==> src/common/isa_pkg.sv <==
// Operation set and data width; op codes above op_mul_hi are unused and decode to nothing
`default_nettype none

package isa_pkg;

    // Operand and result width
    localparam int DATA_WIDTH = 16;

    typedef logic [DATA_WIDTH-1:0] data_t;

    // ALU class first, multiply class last
    typedef enum logic [2:0] {
        op_add,
        op_sub,
        op_and,
        op_xor,
        op_mul_lo,   // low half of unsigned product
        op_mul_hi    // high half of unsigned product
    } op_t;

endpackage

`default_nettype wire

==> src/common/uarch_pkg.sv <==
// Core sizing; tags are reused only after broadcast, MULT_STAGES must be 2 or more
`default_nettype none

package uarch_pkg;

    // Destination tag width, 16 results in flight at most
    localparam int TAG_WIDTH = 4;

    typedef logic [TAG_WIDTH-1:0] tag_t;

    // Default station depths, passed down from the top level
    localparam int ALU_ENTRIES  = 4;
    localparam int MULT_ENTRIES = 2;

    // Multiplier depth from issue to result register
    localparam int MULT_STAGES = 3;

    // CDB arbiter priority on a conflict
    typedef enum logic {
        pref_alu,
        pref_mult
    } cdb_pref_t;

endpackage

`default_nettype wire

==> src/common/dispatch_if.sv <==
// Dispatch strobe bundle, one-cycle valid with no back-pressure toward the source
`timescale 1ns/10ps
`default_nettype none

interface dispatch_if;
    import isa_pkg::*;
    import uarch_pkg::*;

    logic  valid;
    op_t   op;
    tag_t  dest_tag;
    // Each source is either a value or the tag it waits on
    logic  src1_ready;
    data_t src1_value;
    tag_t  src1_tag;
    logic  src2_ready;
    data_t src2_value;
    tag_t  src2_tag;

    modport sink (
        input valid, op, dest_tag,
        input src1_ready, src1_value, src1_tag,
        input src2_ready, src2_value, src2_tag
    );

endinterface

`default_nettype wire

==> src/common/issue_if.sv <==
// Station to unit handshake; transfer on valid and ready, fields held stable until then
`timescale 1ns/10ps
`default_nettype none

interface issue_if;
    import isa_pkg::*;
    import uarch_pkg::*;

    logic  valid;
    logic  ready;
    op_t   op;
    tag_t  dest_tag;
    data_t a;
    data_t b;

    modport station (output valid, op, dest_tag, a, b, input ready);
    modport unit    (input valid, op, dest_tag, a, b, output ready);

endinterface

`default_nettype wire

==> src/common/result_if.sv <==
// Result register to CDB arbiter; source holds until grant, grant only while valid
`timescale 1ns/10ps
`default_nettype none

interface result_if;
    import isa_pkg::*;
    import uarch_pkg::*;

    logic  valid;
    tag_t  tag;
    data_t value;
    logic  grant;

    modport source  (output valid, tag, value, input grant);
    modport arbiter (input valid, tag, value, output grant);

endinterface

`default_nettype wire

==> src/station/reservation_station.sv <==
// Lowest-index select, not oldest; a dispatch arriving while full is dropped silently
`timescale 1ns/10ps
`default_nettype none

module reservation_station #(
    parameter int ENTRIES = 4
) (
    input  logic            clock,
    input  logic            reset,
    dispatch_if.sink        dispatch,
    input  logic            accept,
    input  logic            cdb_valid,
    input  uarch_pkg::tag_t cdb_tag,
    input  isa_pkg::data_t  cdb_value,
    issue_if.station        issue,
    output logic            full
);
    import isa_pkg::*;
    import uarch_pkg::*;

    localparam int IDX_WIDTH = (ENTRIES > 1) ? $clog2(ENTRIES) : 1;

    // Entry state
    logic [ENTRIES-1:0] busy;
    logic [ENTRIES-1:0] rdy1;
    logic [ENTRIES-1:0] rdy2;
    op_t                op_q   [ENTRIES];
    tag_t               dest_q [ENTRIES];
    data_t              val1   [ENTRIES];
    data_t              val2   [ENTRIES];
    tag_t               tag1   [ENTRIES];
    tag_t               tag2   [ENTRIES];

    logic [IDX_WIDTH-1:0] free_idx;
    logic [IDX_WIDTH-1:0] sel_idx;
    logic                 sel_found;
    logic                 write_en;
    logic                 take;
    logic                 wake1_new;
    logic                 wake2_new;

    //////////////////////////////////////////////////
    // Free and ready select
    //////////////////////////////////////////////////

    // Scan downward so the lowest match wins
    always_comb begin
        free_idx  = '0;
        sel_idx   = '0;
        sel_found = 1'b0;
        for (int i = ENTRIES - 1; i >= 0; i--) begin
            if (!busy[i]) begin
                free_idx = IDX_WIDTH'(i);
            end
            if (busy[i] && rdy1[i] && rdy2[i]) begin
                sel_idx   = IDX_WIDTH'(i);
                sel_found = 1'b1;
            end
        end
    end

    assign full     = &busy;
    assign write_en = dispatch.valid && accept && !full;
    assign take     = issue.valid && issue.ready;

    // Source captured straight off the CDB on the dispatch edge
    assign wake1_new = cdb_valid && !dispatch.src1_ready && (dispatch.src1_tag == cdb_tag);
    assign wake2_new = cdb_valid && !dispatch.src2_ready && (dispatch.src2_tag == cdb_tag);

    assign issue.valid    = sel_found;
    assign issue.op       = op_q[sel_idx];
    assign issue.dest_tag = dest_q[sel_idx];
    assign issue.a        = val1[sel_idx];
    assign issue.b        = val2[sel_idx];

    //////////////////////////////////////////////////
    // Entry update
    //////////////////////////////////////////////////

    // Write and take never hit the same entry
    always_ff @(posedge clock) begin
        if (reset) begin
            busy <= '0;
        end else begin
            if (take) begin
                busy[sel_idx] <= 1'b0;
            end
            if (write_en) begin
                busy[free_idx] <= 1'b1;
            end
        end
    end

    always_ff @(posedge clock) begin
        for (int i = 0; i < ENTRIES; i++) begin
            if (write_en && (free_idx == IDX_WIDTH'(i))) begin
                op_q[i]   <= dispatch.op;
                dest_q[i] <= dispatch.dest_tag;
                rdy1[i]   <= dispatch.src1_ready || wake1_new;
                val1[i]   <= wake1_new ? cdb_value : dispatch.src1_value;
                tag1[i]   <= dispatch.src1_tag;
                rdy2[i]   <= dispatch.src2_ready || wake2_new;
                val2[i]   <= wake2_new ? cdb_value : dispatch.src2_value;
                tag2[i]   <= dispatch.src2_tag;
            end else if (busy[i] && cdb_valid) begin
                // Wakeup of waiting sources
                if (!rdy1[i] && (tag1[i] == cdb_tag)) begin
                    rdy1[i] <= 1'b1;
                    val1[i] <= cdb_value;
                end
                if (!rdy2[i] && (tag2[i] == cdb_tag)) begin
                    rdy2[i] <= 1'b1;
                    val2[i] <= cdb_value;
                end
            end
        end
    end

endmodule

`default_nettype wire

==> src/hdl/alu_cluster.sv <==
// Single-cycle ALU cluster; results wrap at 16 bits, no flags or overflow reported
`timescale 1ns/10ps
`default_nettype none

module alu_cluster #(
    parameter int ENTRIES = 4
) (
    input  logic            clock,
    input  logic            reset,
    dispatch_if.sink        dispatch,
    input  logic            cdb_valid,
    input  uarch_pkg::tag_t cdb_tag,
    input  isa_pkg::data_t  cdb_value,
    result_if.source        result,
    output logic            full
);
    import isa_pkg::*;

    issue_if alu_issue ();

    logic  accept;
    data_t alu_out;

    // ALU op class only
    assign accept = dispatch.op inside {op_add, op_sub, op_and, op_xor};

    reservation_station #(
        .ENTRIES (ENTRIES)
    ) u_station (
        .clock     (clock),
        .reset     (reset),
        .dispatch  (dispatch),
        .accept    (accept),
        .cdb_valid (cdb_valid),
        .cdb_tag   (cdb_tag),
        .cdb_value (cdb_value),
        .issue     (alu_issue),
        .full      (full)
    );

    always_comb begin
        case (alu_issue.op)
            op_add:  alu_out = alu_issue.a + alu_issue.b;
            op_sub:  alu_out = alu_issue.a - alu_issue.b;
            op_and:  alu_out = alu_issue.a & alu_issue.b;
            op_xor:  alu_out = alu_issue.a ^ alu_issue.b;
            default: alu_out = '0;
        endcase
    end

    // Free to issue when the result slot is empty or leaving this edge
    assign alu_issue.ready = !result.valid || result.grant;

    //////////////////////////////////////////////////
    // Result register
    //////////////////////////////////////////////////

    always_ff @(posedge clock) begin
        if (reset) begin
            result.valid <= 1'b0;
        end else if (alu_issue.valid && alu_issue.ready) begin
            result.valid <= 1'b1;
        end else if (result.grant) begin
            result.valid <= 1'b0;
        end
    end

    always_ff @(posedge clock) begin
        if (alu_issue.valid && alu_issue.ready) begin
            result.tag   <= alu_issue.dest_tag;
            result.value <= alu_out;
        end
    end

endmodule

`default_nettype wire

==> src/hdl/mult_cluster.sv <==
// Unsigned 16x16 multiplier cluster; whole pipe stalls on an ungranted result, MULT_STAGES >= 2
`timescale 1ns/10ps
`default_nettype none

module mult_cluster #(
    parameter int ENTRIES = 2
) (
    input  logic            clock,
    input  logic            reset,
    dispatch_if.sink        dispatch,
    input  logic            cdb_valid,
    input  uarch_pkg::tag_t cdb_tag,
    input  isa_pkg::data_t  cdb_value,
    result_if.source        result,
    output logic            full
);
    import isa_pkg::*;
    import uarch_pkg::*;

    // Registers between issue and the result register
    localparam int PIPE_REGS = MULT_STAGES - 1;
    localparam int LAST      = PIPE_REGS - 1;

    // Full-width unsigned product
    typedef logic [2*DATA_WIDTH-1:0] product_t;

    issue_if mult_issue ();

    logic     accept;
    logic     stall;
    data_t    half;
    logic     pipe_valid [PIPE_REGS];
    tag_t     pipe_tag   [PIPE_REGS];
    logic     pipe_hi    [PIPE_REGS];
    product_t pipe_prod  [PIPE_REGS];

    assign accept = dispatch.op inside {op_mul_lo, op_mul_hi};

    reservation_station #(
        .ENTRIES (ENTRIES)
    ) u_station (
        .clock     (clock),
        .reset     (reset),
        .dispatch  (dispatch),
        .accept    (accept),
        .cdb_valid (cdb_valid),
        .cdb_tag   (cdb_tag),
        .cdb_value (cdb_value),
        .issue     (mult_issue),
        .full      (full)
    );

    // Held result blocks every stage, and issue with it
    assign stall            = result.valid && !result.grant;
    assign mult_issue.ready = !stall;

    // Last stage picks the requested half
    assign half = pipe_hi[LAST] ? pipe_prod[LAST][2*DATA_WIDTH-1:DATA_WIDTH]
                                : pipe_prod[LAST][DATA_WIDTH-1:0];

    //////////////////////////////////////////////////
    // Pipeline and result register
    //////////////////////////////////////////////////

    always_ff @(posedge clock) begin
        if (reset) begin
            for (int i = 0; i < PIPE_REGS; i++) begin
                pipe_valid[i] <= 1'b0;
            end
            result.valid <= 1'b0;
        end else if (!stall) begin
            pipe_valid[0] <= mult_issue.valid;
            for (int i = 1; i < PIPE_REGS; i++) begin
                pipe_valid[i] <= pipe_valid[i-1];
            end
            result.valid <= pipe_valid[LAST];
        end
    end

    // Product formed in the first stage, then carried with its tag
    always_ff @(posedge clock) begin
        if (!stall) begin
            pipe_tag[0]  <= mult_issue.dest_tag;
            pipe_hi[0]   <= (mult_issue.op == op_mul_hi);
            pipe_prod[0] <= product_t'(mult_issue.a) * product_t'(mult_issue.b);
            for (int i = 1; i < PIPE_REGS; i++) begin
                pipe_tag[i]  <= pipe_tag[i-1];
                pipe_hi[i]   <= pipe_hi[i-1];
                pipe_prod[i] <= pipe_prod[i-1];
            end
            result.tag   <= pipe_tag[LAST];
            result.value <= half;
        end
    end

endmodule

`default_nettype wire

==> src/hdl/cdb_arbiter.sv <==
// Two-way round-robin onto one CDB slot; broadcast is registered, one result per cycle
`timescale 1ns/10ps
`default_nettype none

module cdb_arbiter (
    input  logic            clock,
    input  logic            reset,
    result_if.arbiter       alu_result,
    result_if.arbiter       mult_result,
    output logic            cdb_valid,
    output uarch_pkg::tag_t cdb_tag,
    output isa_pkg::data_t  cdb_value
);
    import uarch_pkg::*;

    cdb_pref_t pref;
    logic      conflict;

    assign conflict = alu_result.valid && mult_result.valid;

    // Lone requester wins, otherwise the preferred side
    assign alu_result.grant  = alu_result.valid && (!mult_result.valid || pref == pref_alu);
    assign mult_result.grant = mult_result.valid && (!alu_result.valid || pref == pref_mult);

    // Priority turns over only after a conflict
    always_ff @(posedge clock) begin
        if (reset) begin
            pref      <= pref_alu;
            cdb_valid <= 1'b0;
        end else begin
            if (conflict) begin
                pref <= (pref == pref_alu) ? pref_mult : pref_alu;
            end
            cdb_valid <= alu_result.grant || mult_result.grant;
        end
    end

    always_ff @(posedge clock) begin
        if (alu_result.grant) begin
            cdb_tag   <= alu_result.tag;
            cdb_value <= alu_result.value;
        end else if (mult_result.grant) begin
            cdb_tag   <= mult_result.tag;
            cdb_value <= mult_result.value;
        end
    end

endmodule

`default_nettype wire

==> src/hdl/issue_core.sv <==
// Issue back end top; source must not dispatch to a full station or reuse a live tag
`timescale 1ns/10ps
`default_nettype none

module issue_core (
    input  logic            clock,
    input  logic            reset,
    input  logic            dispatch_valid,
    input  isa_pkg::op_t    dispatch_op,
    input  uarch_pkg::tag_t dispatch_tag,
    input  logic            src1_ready,
    input  logic            src2_ready,
    input  isa_pkg::data_t  src1_value,
    input  isa_pkg::data_t  src2_value,
    input  uarch_pkg::tag_t src1_tag,
    input  uarch_pkg::tag_t src2_tag,
    output logic            alu_full,
    output logic            mult_full,
    output logic            cdb_valid,
    output uarch_pkg::tag_t cdb_tag,
    output isa_pkg::data_t  cdb_value
);
    import uarch_pkg::*;

    dispatch_if disp ();
    result_if   alu_res ();
    result_if   mult_res ();

    // Dispatch fans out to both clusters
    assign disp.valid      = dispatch_valid;
    assign disp.op         = dispatch_op;
    assign disp.dest_tag   = dispatch_tag;
    assign disp.src1_ready = src1_ready;
    assign disp.src1_value = src1_value;
    assign disp.src1_tag   = src1_tag;
    assign disp.src2_ready = src2_ready;
    assign disp.src2_value = src2_value;
    assign disp.src2_tag   = src2_tag;

    alu_cluster #(
        .ENTRIES (ALU_ENTRIES)
    ) u_alu (
        .clock     (clock),
        .reset     (reset),
        .dispatch  (disp),
        .cdb_valid (cdb_valid),
        .cdb_tag   (cdb_tag),
        .cdb_value (cdb_value),
        .result    (alu_res),
        .full      (alu_full)
    );

    mult_cluster #(
        .ENTRIES (MULT_ENTRIES)
    ) u_mult (
        .clock     (clock),
        .reset     (reset),
        .dispatch  (disp),
        .cdb_valid (cdb_valid),
        .cdb_tag   (cdb_tag),
        .cdb_value (cdb_value),
        .result    (mult_res),
        .full      (mult_full)
    );

    // Broadcast also feeds station wakeup
    cdb_arbiter u_arbiter (
        .clock       (clock),
        .reset       (reset),
        .alu_result  (alu_res),
        .mult_result (mult_res),
        .cdb_valid   (cdb_valid),
        .cdb_tag     (cdb_tag),
        .cdb_value   (cdb_value)
    );

endmodule

`default_nettype wire

==> config.mk <==
export PLATFORM = sky130hd
export DESIGN_NAME = issue_core
export DESIGN_NICKNAME = d
export VERILOG_FILES = /design/src/common/isa_pkg.sv /design/src/common/uarch_pkg.sv /design/src/common/dispatch_if.sv /design/src/common/issue_if.sv /design/src/common/result_if.sv /design/src/station/reservation_station.sv /design/src/hdl/alu_cluster.sv /design/src/hdl/mult_cluster.sv /design/src/hdl/cdb_arbiter.sv /design/src/hdl/issue_core.sv
export SDC_FILE = /design/constraint.sdc
export NUM_CORES = 1
export LEC_CHECK = 0
export BUFFER_PORTS_ARGS = -buffer_cell sky130_fd_sc_hd__clkbuf_2
export CAP_MARGIN = 25
export CORE_MARGIN = 8
export CORE_UTILIZATION = 60
export CTS_CLUSTER_SIZE = 10
export DETAILED_ROUTE_END_ITERATION = 10
export GPL_TIMING_DRIVEN = 0
export PLACE_DENSITY_LB_ADDON = 0.3
export SLEW_MARGIN = 20
export SYNTH_ARGS = -nofsm -noshare
export SYNTH_HDL_FRONTEND = slang
export SYNTH_SLANG_ARGS = --single-unit
==> constraint.sdc <==
create_clock -name clock -period 9.5 [get_ports clock]
set_clock_uncertainty 0.2 [all_clocks]
set_input_delay 2.85 -clock clock [delete_from_list [all_inputs] [get_ports clock]]
set_output_delay 2.85 -clock clock [all_outputs]
set_load 0.02 [all_outputs]
### Word-level counts from Yosys, hierarchy flattened

Memories as Yosys holds them, arrays and structs flattened. A register that Yosys moved wholly into a read port is not among the register bits.
Cells that the tools add are included.
W data, S select, Z words.

* register bits after elaboration: 73
* RAM bits: 358
* bits of input ports: 52
* output and inout bits: 23
* word-level logic and storage cells: 440
* memories: 16

Memory list
* u_alu.u_station.val1: depth 4, width 16, rd ports 1, clocked after Yosys merged registers in 0, wr ports 4, RTL line reservation_station.sv:29 `data_t val1 [ENTRIES];`
* u_alu.u_station.val2: depth 4, width 16, rd ports 1, clocked after Yosys merged registers in 0, wr ports 4, RTL line reservation_station.sv:30 `data_t val2 [ENTRIES];`
* u_mult.pipe_prod: depth 2, width 32, rd ports 2, clocked after Yosys merged registers in 0, wr ports 2, RTL line mult_cluster.sv:35 `product_t pipe_prod [PIPE_REGS];`
* u_mult.u_station.val1: depth 2, width 16, rd ports 1, clocked after Yosys merged registers in 0, wr ports 2, RTL line reservation_station.sv:29
* u_mult.u_station.val2: depth 2, width 16, rd ports 1, clocked after Yosys merged registers in 0, wr ports 2, RTL line reservation_station.sv:30
* u_alu.u_station.dest_q: depth 4, width 4, rd ports 1, clocked after Yosys merged registers in 1, wr ports 1, RTL line reservation_station.sv:28 `tag_t dest_q [ENTRIES];`
* 10 more memories

* add/sub/neg operators: 2
* multipliers: 1
* magnitude comparators: 8
* equal/unequal tests: 26
* muxes and demuxes: 205
* bitwise logic cells: 24
* reduce and logical (&&, ||, !) cells: 137

Operator list (count)
* $mux W16: 17
* $mux W1: 139
* $mux W4: 17
* $pmux W16 S4: 1
* $eq A4 B4 Y1: 14
* $logic_and A1 B1 Y1: 54
* $reduce_or A4 Y1: 12
* $mux W2: 23
* $reduce_bool A2 Y1: 21
* $mul A16 B16 Y32: 1
* $reduce_and A2 Y1: 13
* $logic_not A1 Y1: 22
* $add A16 B16 Y16: 1
* $and A16 B16 Y16: 1
* $sub A16 B16 Y16: 1
* $xor A16 B16 Y16: 1
* $or A1 B1 Y1: 14
* $eq A3 B2 Y1 const B: 4
* $mux W3: 4
* $reduce_or A3 Y1: 4
* $eq A3 B3 Y1 const B: 3
* $eq A3 B1 Y1 const B: 2
* $logic_not A3 Y1: 2
* $logic_or A1 B1 Y1: 6
* other kinds (18): 26

### Depth between registers and ports, before layout

Gate-level depths: netlist of run 1.

* word-level depth: 16
* depth in mapped cells: 28
* gate-level depth less buffers: 24

### Cells and area by module

From an unflattened synthesis of run 1, not the netlist that was laid out.

* cells, all modules: 2315
* area total of the unflattened synthesis: 29429.5 um^2

By module, submodules not included
* mult_cluster: times used 1, cells an instance 1113, area an instance 11695.0 um^2, seq. area each 2902.8 um^2
* reservation_station at u_alu.u_station: times used 1, cells an instance 615, area an instance 9514.1 um^2, seq. area each 5965.7 um^2
* reservation_station at u_mult.u_station: times used 1, cells an instance 291, area an instance 5002.3 um^2, seq. area each 2982.9 um^2
* alu_cluster: times used 1, cells an instance 244, area an instance 2264.7 um^2, seq. area each 620.6 um^2
* cdb_arbiter: times used 1, cells an instance 52, area an instance 953.4 um^2, seq. area each 640.6 um^2

### Worst setup path before layout of run 1

Ideal clock, no wire load.

* kind: register to register
* start: register u_mult.u_station.rdy2[0]
* end: memory u_mult.pipe_prod[0][25] (netlist name) (data pin)
* setup time: 0.258 ns
* arrival: 6.987 ns
* required time: 9.042 ns
* setup slack: 2.055 ns
* stages on the path, launching flop included: 28
* buffers on the path: 4
* clock period less this slack: 7.445 ns
* path through: edfxtp_1 -> nand3_1 -> nor2b_1 -> clkbuf_1 -> clkbuf_1 -> buf_1 -> mux2i_1 -> nor2_1 -> fa_1 -> inv_1 -> fa_1 -> inv_1 -> fa_1 -> fa_1 -> fa_1 -> inv_1 -> fa_1 -> inv_1 -> ha_1 -> and3_1 -> clkbuf_1 -> a221o_1 -> nand2_1 -> o311ai_0 -> a31oi_1 -> o21ai_0 -> a21oi_1 -> xnor2_1

RTL lines
* from (decl): RTL line reservation_station.sv:26 `logic [ENTRIES-1:0] rdy2;`
* from (signal, indexed assignment): RTL line reservation_station.sv:102 `rdy2[i] <= dispatch.src2_ready || wake2_new;`
* to (decl): RTL line mult_cluster.sv:35

==> flow_summary.yaml, run 1 <==
layout:
  multi_input_area_um2: 14160
  final_common_cell: "edfxtp_1"
  nFillCells: 3469
  syn_to_final_growth_pct: 9.359
  final_area_um2: 31300
  drive_gt1_share_pct: 18.44
  fin_nets: 2860
  register_area_um2: 13110
  final_cell_mix: "430 x edfxtp_1, 265 x inv_1, 260 x mux2_2"
sta:
  worstMarginPinSlew_ns: 1.001
  fin_crit_sh_pct: 96.49
  grt_setup_unrepaired: "no"
  report.final.slew_viol_count: 0
  setup_viol_count_final: 0
  fin_crit_ns: 9.166
  finalHoldViolations: 0
  timing.fmax_mhz: 109.1
  max_slew_margin_pct: 31.39
  tns_ns: 0
placement:
  io_buffer_count: 74
  gp_congestion: 0.9652
  dpl.hpwl_um: 60050
  place_area_um2: 29890
synthesis:
  synth_area_leaders: "edfxtp_1 45%, fa_1 14%, mux2_2 10%"
  ys_async_sr_fraction_pct: 0
  syn_nets: 2725
  syn_area_per_cell_um2: 12.22
  netlist_area_um2: 28620
  ys_seq_area_share_pct: 45.81
  ys_types: 72
  synth-seq-cells: 440
  syn_inst: 2342
  synth_top_cell_by_area: "edfxtp_1"
  ys.flop_type: "edfxtp_1"
  synth_warnings: 0
  synth-edff-count: 430
  synth_top_area_share_pct: 45.11
min_path:
  min_path_type: "register to register"
  whs_path_depth: 0
  holdPathEnd: "u_mult.pipe_prod[0][50]"
  worstHoldStart: "u_mult.pipe_prod[0][18]"
global_route:
  grt_pass1_vias: 19955
  grt_max_degree: 62
  grt_pass1_wl_um: 118600
  antenna_found_initial: 2
  grt_overflow: 0
  grt.total_usage_pct: 28.82
power_and_ir_drop:
  vdd_drop_max_mv: 0.4320
  p_leak_nw: 12.52
  powerDensity_nw_per_um2: 234.8
routing:
  drt_wl_total_um: 77800
  drtPass1Iterations: 8
  via_count: 19516
  avgViaCountPerCell: 6.271
  drt-initial-drc-count: 2072
  drc: 0
  wire_per_inst_um: 25.00
  final_antenna_net_count: 0
floorplanning:
  die_w_um: 234.4
  core_area_um2: 47450
  start_util_pct: 60.32
  die_h_um: 234.4
  dieArea_um2: 54950
  num_rows: 80
  ios: 75
worst_setup_path:
  end_kind: "register"
  critPathKind: "register to register"
  r2r_start: "u_mult.u_station.rdy2[0]"
  crit_fanout: 10
  r2r-end: "u_mult.pipe_prod[0][24]"
  required_ns: 9.58
  arrival_ns: 9.25
  startpoint_type: "register"
  reg2reg_slack_ns: 0.33
  ff2ff_path_depth: 25
clock_tree:
  path_clk_slew_ns: 0.05
  cts-root-buf: "clkbuf_16"
  cts-hold-fix-buffers: 0
  post_cts.repair.setup_buffers: 0
  cts.path.max_buffers: 3
  htreeDepth: 2
  clk_latency_ns: 0.59
  cts_buffers: 50
  cts_tree: "built"
  cts_resized: 0
  cts.sinks: 440
outcome:
  status: "finished clean"
flow_run:
  maxCapViolCount: 0
-- worst max path at each step --
stage / startpoint / end / cells after the start
floorplan: u_mult.u_station.rdy2[0] / u_mult.pipe_prod[0][25] / 27
global placement: u_mult.u_station.rdy2[0] / u_mult.pipe_prod[0][24] / 25
detailed placement: u_mult.u_station.rdy2[0] / u_mult.pipe_prod[0][24] / 26
CTS: u_mult.u_station.rdy2[0] / u_mult.pipe_prod[0][24] / 26
global route: u_mult.u_station.rdy2[0] / u_mult.pipe_prod[0][24] / 25
finish: u_mult.u_station.rdy2[0] / u_mult.pipe_prod[0][24] / 25
-- sequential cells by signal (all words and copies together), names as in the netlist, 12 cells and up --
register and flops:
u_alu.result.value 16, u_alu.u_station.dest_q 16, u_mult.u_station.val1 32, u_alu.u_station.val1 64, u_mult.u_station.val2 32, u_alu.u_station.tag1 16
u_arbiter.cdb_value 16, u_mult.pipe_prod 64, u_alu.u_station.op_q 12, u_alu.u_station.tag2 16, u_alu.u_station.val2 64, u_mult.result.value 16
-- layer usage --
metal  vias up  track usage (%)  share of wire [%]
met2      1066            47.58                 48
met3       221            5.371                9.4
met5         -                0              0.031
met1      9724            37.21                 38
li1       8501                -                  -
met4         4            12.27                4.6
-- report_power, final --
group	internal, mW	switching (mW)	total [mW]	leakage (nW)
Clock	0.953	0.747	1.70	0.660
Combinational	1.20	1.89	3.08	7.74
Sequential	2.49	0.0800	2.57	4.12
Total	4.64	2.71	7.35	12.5
-- cell families (layout without fill, tap and decap cells) --
group                      after synthesis  count (layout)  synth area share (%)
AOI/OAI and AO/OA                      222             222                 5.762
xor gates and xnor gates               100             100                 3.060
adders and majority gates              331             331                 19.58
buffers and inverters                  364             517                 4.896
DFF                                    440             440                 45.81
muxes                                  306             306                 11.84
other                                    0               2                     0
and+or+nand+nor                        579             579                 9.045
-- final cells by class --
| type | instances | area share [%] |
|---|---|---|
| clock buffers | 64 | 4.165 |
| well taps | 615 | 2.458 |
| repair buffers | 83 | 1.515 |
| flip-flops and latches | 440 | 41.89 |
| diodes | 2 | 0.01599 |
| plain buffers | 98 | 1.291 |
| clock inverters | 6 | 0.2119 |
| inverters | 266 | 3.198 |
| multi-input cells | 1538 | 45.25 |
-- Yosys cell counts (4+ instances only) --
library cell,n
nand4_1,25
a21boi_0,4
nor2b_1,11
and2_1,5
nand2_1,250
o21a_1,16
mux2_2,260
a21o_1,15
clkbuf_1,67
dfxtp_1,10
xnor2_1,75
ha_1,136
a41oi_1,5
a22o_1,6
nand3_1,24
xor2_1,25
nand2b_1,9
edfxtp_1,430
buf_2,22
fa_1,195
o22ai_1,12
buf_1,8
or3_1,9
nor3_1,28
o21ai_0,26
and3_1,11
a211oi_1,10
a2111oi_0,5
a21oi_1,40
inv_1,266
and4_1,10
nor2_1,165
o311ai_0,9
or2_2,11
a31oi_1,12
o221ai_1,4
a222oi_1,24
mux2i_1,46
-- critical path: stages (launching register included) --
cell      delay, ns
edfxtp_1       0.41
nand3_1        0.14
nor2b_1        0.16
clkbuf_1       0.14
clkbuf_1       0.63
clkbuf_2       0.51
mux2i_1        0.75
nor2_1         0.17
fa_1           0.57
inv_1          0.06
fa_1           0.47
fa_1           0.50
fa_1           0.55
inv_1          0.05
fa_1           0.48
inv_1          0.05
fa_1           0.48
inv_1          0.05
ha_1           0.35
nand3_1        0.14
nor2_1         0.13
a21oi_1        0.11
a211oi_1       0.50
a31oi_1        0.31
o21a_1         0.25
o311ai_0       0.68
-- through the flow --
step / cells / power, mW / util [%] / setup WS (ns) / hold WS [ns]
after global placement: 3031 / 5.600 / 62.73 / 0.2032 / 0.2011
after detailed placement: 3038 / 5.669 / 63.00 / 0.1099 / 0.2045
after global routing: 3110 / 7.758 / 65.96 / 0.09601 / 0.2199
final: 3112 / 7.349 / 65.97 / 0.3339 / 0.2099
after CTS: 3108 / 7.377 / 65.89 / 0.06853 / 0.2137
after floorplan: 2342 / 4.639 / - / 2.055 / 0.2003
No activity file was read; power rests on OpenSTA's default activity.
==> run 2: changes to the inputs <==
==> constraint.sdc (replaced) <==
create_clock -name clock -period 8.6 [get_ports clock]
set_clock_uncertainty 0.2 [all_clocks]
set_input_delay 2.58 -clock clock [delete_from_list [all_inputs] [get_ports clock]]
set_output_delay 2.58 -clock clock [all_outputs]
set_load 0.02 [all_outputs]
==> flow_summary.yaml, run 2 (synthesis results as in run 1) <==
placement:
  dpl.hpwl_um: 60050
  place_area_um2: 29890
  gp_congestion: 0.9652
  io_buffer_count: 74
layout:
  final_area_um2: 31470
  final_cell_mix: "430 x edfxtp_1, 265 x inv_1, 260 x mux2_2"
  register_area_um2: 13110
  syn_to_final_growth_pct: 9.950
  reg.largest.list: "u_alu.u_station.val1 (64), u_alu.u_station.val2 (64), u_mult.pipe_prod (64)"
  multi_input_area_um2: 14310
  fin_nets: 2860
  drive_gt1_share_pct: 19.28
  final_common_cell: "edfxtp_1"
  nFillCells: 3446
  fin_util_pct: 66.33
power_and_ir_drop:
  p_switching_mw: 2.994
  p_seq_share_pct: 34.9
  p_leak_nw: 12.58
  powerDensity_nw_per_um2: 258.2
  p_int_mw: 5.130
  combPwrFrac_pct: 42.0
  swShare_pct: 36.86
  vdd_drop_max_mv: 0.4663
  total_power_mw: 8.124
  pwr-share-clk_pct: 23.1
global_route:
  grt_max_degree: 62
  grt_pass1_vias: 20013
  grt.total_usage_pct: 28.88
  antenna_found_initial: 3
  grt_pass1_wl_um: 118500
  grt_overflow: 0
sta:
  setup_viol_count_final: 0
  fin_crit_sh_pct: 96.30
  report.final.slew_viol_count: 0
  fin_crit_ns: 8.282
  grt_setup_unrepaired: "no"
  max_slew_margin_pct: 29.96
  finalHoldViolations: 0
  timing.fmax_mhz: 120.7
  worstMarginPinSlew_ns: 1.021
worst_setup_path:
  startpoint_type: "register"
  arrival_ns: 8.46
  required_ns: 8.77
  ff2ff_path_depth: 27
  critPathKind: "register to register"
  end_kind: "register"
  crit_fanout: 10
min_path:
  whs_path_depth: 0
  min_path_type: "register to register"
floorplanning:
  ios: 75
  num_rows: 80
  dieArea_um2: 54950
  start_util_pct: 60.32
  die_w_um: 234.4
  core_area_um2: 47450
  die_h_um: 234.4
clock_tree:
  htreeDepth: 2
  cts.sinks: 440
  clk_latency_ns: 0.60
  cts.path.max_buffers: 3
  path_clk_slew_ns: 0.05
  cts_tree: "built"
  cts-hold-fix-buffers: 0
  cts-root-buf: "clkbuf_16"
  cts_buffers: 50
routing:
  final_antenna_net_count: 0
  drt_wl_total_um: 77970
  avgViaCountPerCell: 6.257
  wire_per_inst_um: 25.06
  via_count: 19467
  drt-initial-drc-count: 2067
  drtPass1Iterations: 8
  drc: 0
flow_run:
  maxCapViolCount: 0
outcome:
  status: "finished clean"
run 2: cell count changes in the layout (fill, tap and decap cells not counted), sizes merged:
cell and delta:
diode -1
run 2: power groups by stage:
stage,Clock (mW),Combinational (mW),Sequential [mW]
2_1_floorplan,0,2.30,2.82
3_3_place_gp,0,3.32,2.87
3_5_place_dp,0,3.39,2.87
4_1_cts,1.88,3.44,2.83
5_1_grt,1.96,3.78,2.85
6_report,1.87,3.41,2.84
run 2: through the flow:
stage / setup WS [ns] / hold WS [ns] / std cells / setup TNS (ns)
finish: 0.3183 / 0.2116 / 3111 / 0
global route: 0.005759 / 0.2199 / 3111 / 0
CTS: 0.01744 / 0.2137 / 3108 / 0
detailed placement: -0.7901 / 0.2045 / 3038 / -4.860
global placement: -0.6968 / 0.2011 / 3031 / -4.335
floorplan: 1.155 / 0.2003 / 2342 / 0
run 2: timing repair:
item,CTS,global route
cloned,0,0
gates resized for setup,28,25
endpoints found under the setup margin,14,6
buffers inserted,0,0
run 2: critical path: stages (launching register included):
cell and delay [ns]:
edfxtp_1 0.41, nand3_1 0.14, nor2b_1 0.15, clkbuf_1 0.14, buf_2 0.36, clkbuf_4 0.35
mux2i_2 0.46, buf_4 0.24, nor2_1 0.07, fa_1 0.55, inv_1 0.05, fa_1 0.54
inv_1 0.06, fa_1 0.50, fa_1 0.47, fa_1 0.52, inv_1 0.05, fa_1 0.51
inv_1 0.05, ha_1 0.33, and3_1 0.21, clkbuf_1 0.18, a221o_1 0.43, nand2_1 0.10
nand2b_1 0.08, a31oi_1 0.41, o211ai_1 0.19, xor2_1 0.31
run 2: metal layers:
layer | vias to the layer above | wire [um] | track usage [%]
met5 | - | 22 | 0
met3 | 222 | 8070 | 6.411
met1 | 9656 | 28990 | 36.68
met4 | 4 | 3740 | 13.21
li1 | 8490 | - | -
met2 | 1095 | 37150 | 47.19
run 2: worst paths after layout:
path | slack [ns] | end | start
min | 0.21 | u_mult.pipe_prod[0][50] | u_mult.pipe_prod[0][18]
max reg2reg | 0.32 | u_mult.pipe_prod[0][22] | u_mult.u_station.rdy2[0]
max | 0.32 | u_mult.pipe_prod[0][22] | u_mult.u_station.rdy2[0]
min reg2reg | 0.21 | u_mult.pipe_prod[0][50] | u_mult.pipe_prod[0][18]
run 2: cell type report:
type | count | area share (%)
Buffer | 98 | 1.360
Tap cell | 615 | 2.445
Inverter | 266 | 3.181
Multi-Input combinational cell | 1538 | 45.48
Antenna cell | 1 | 0.007952
Clock buffer | 64 | 4.143
Sequential cell | 440 | 41.67
Clock inverter | 6 | 0.2107
Timing Repair Buffer | 83 | 1.507
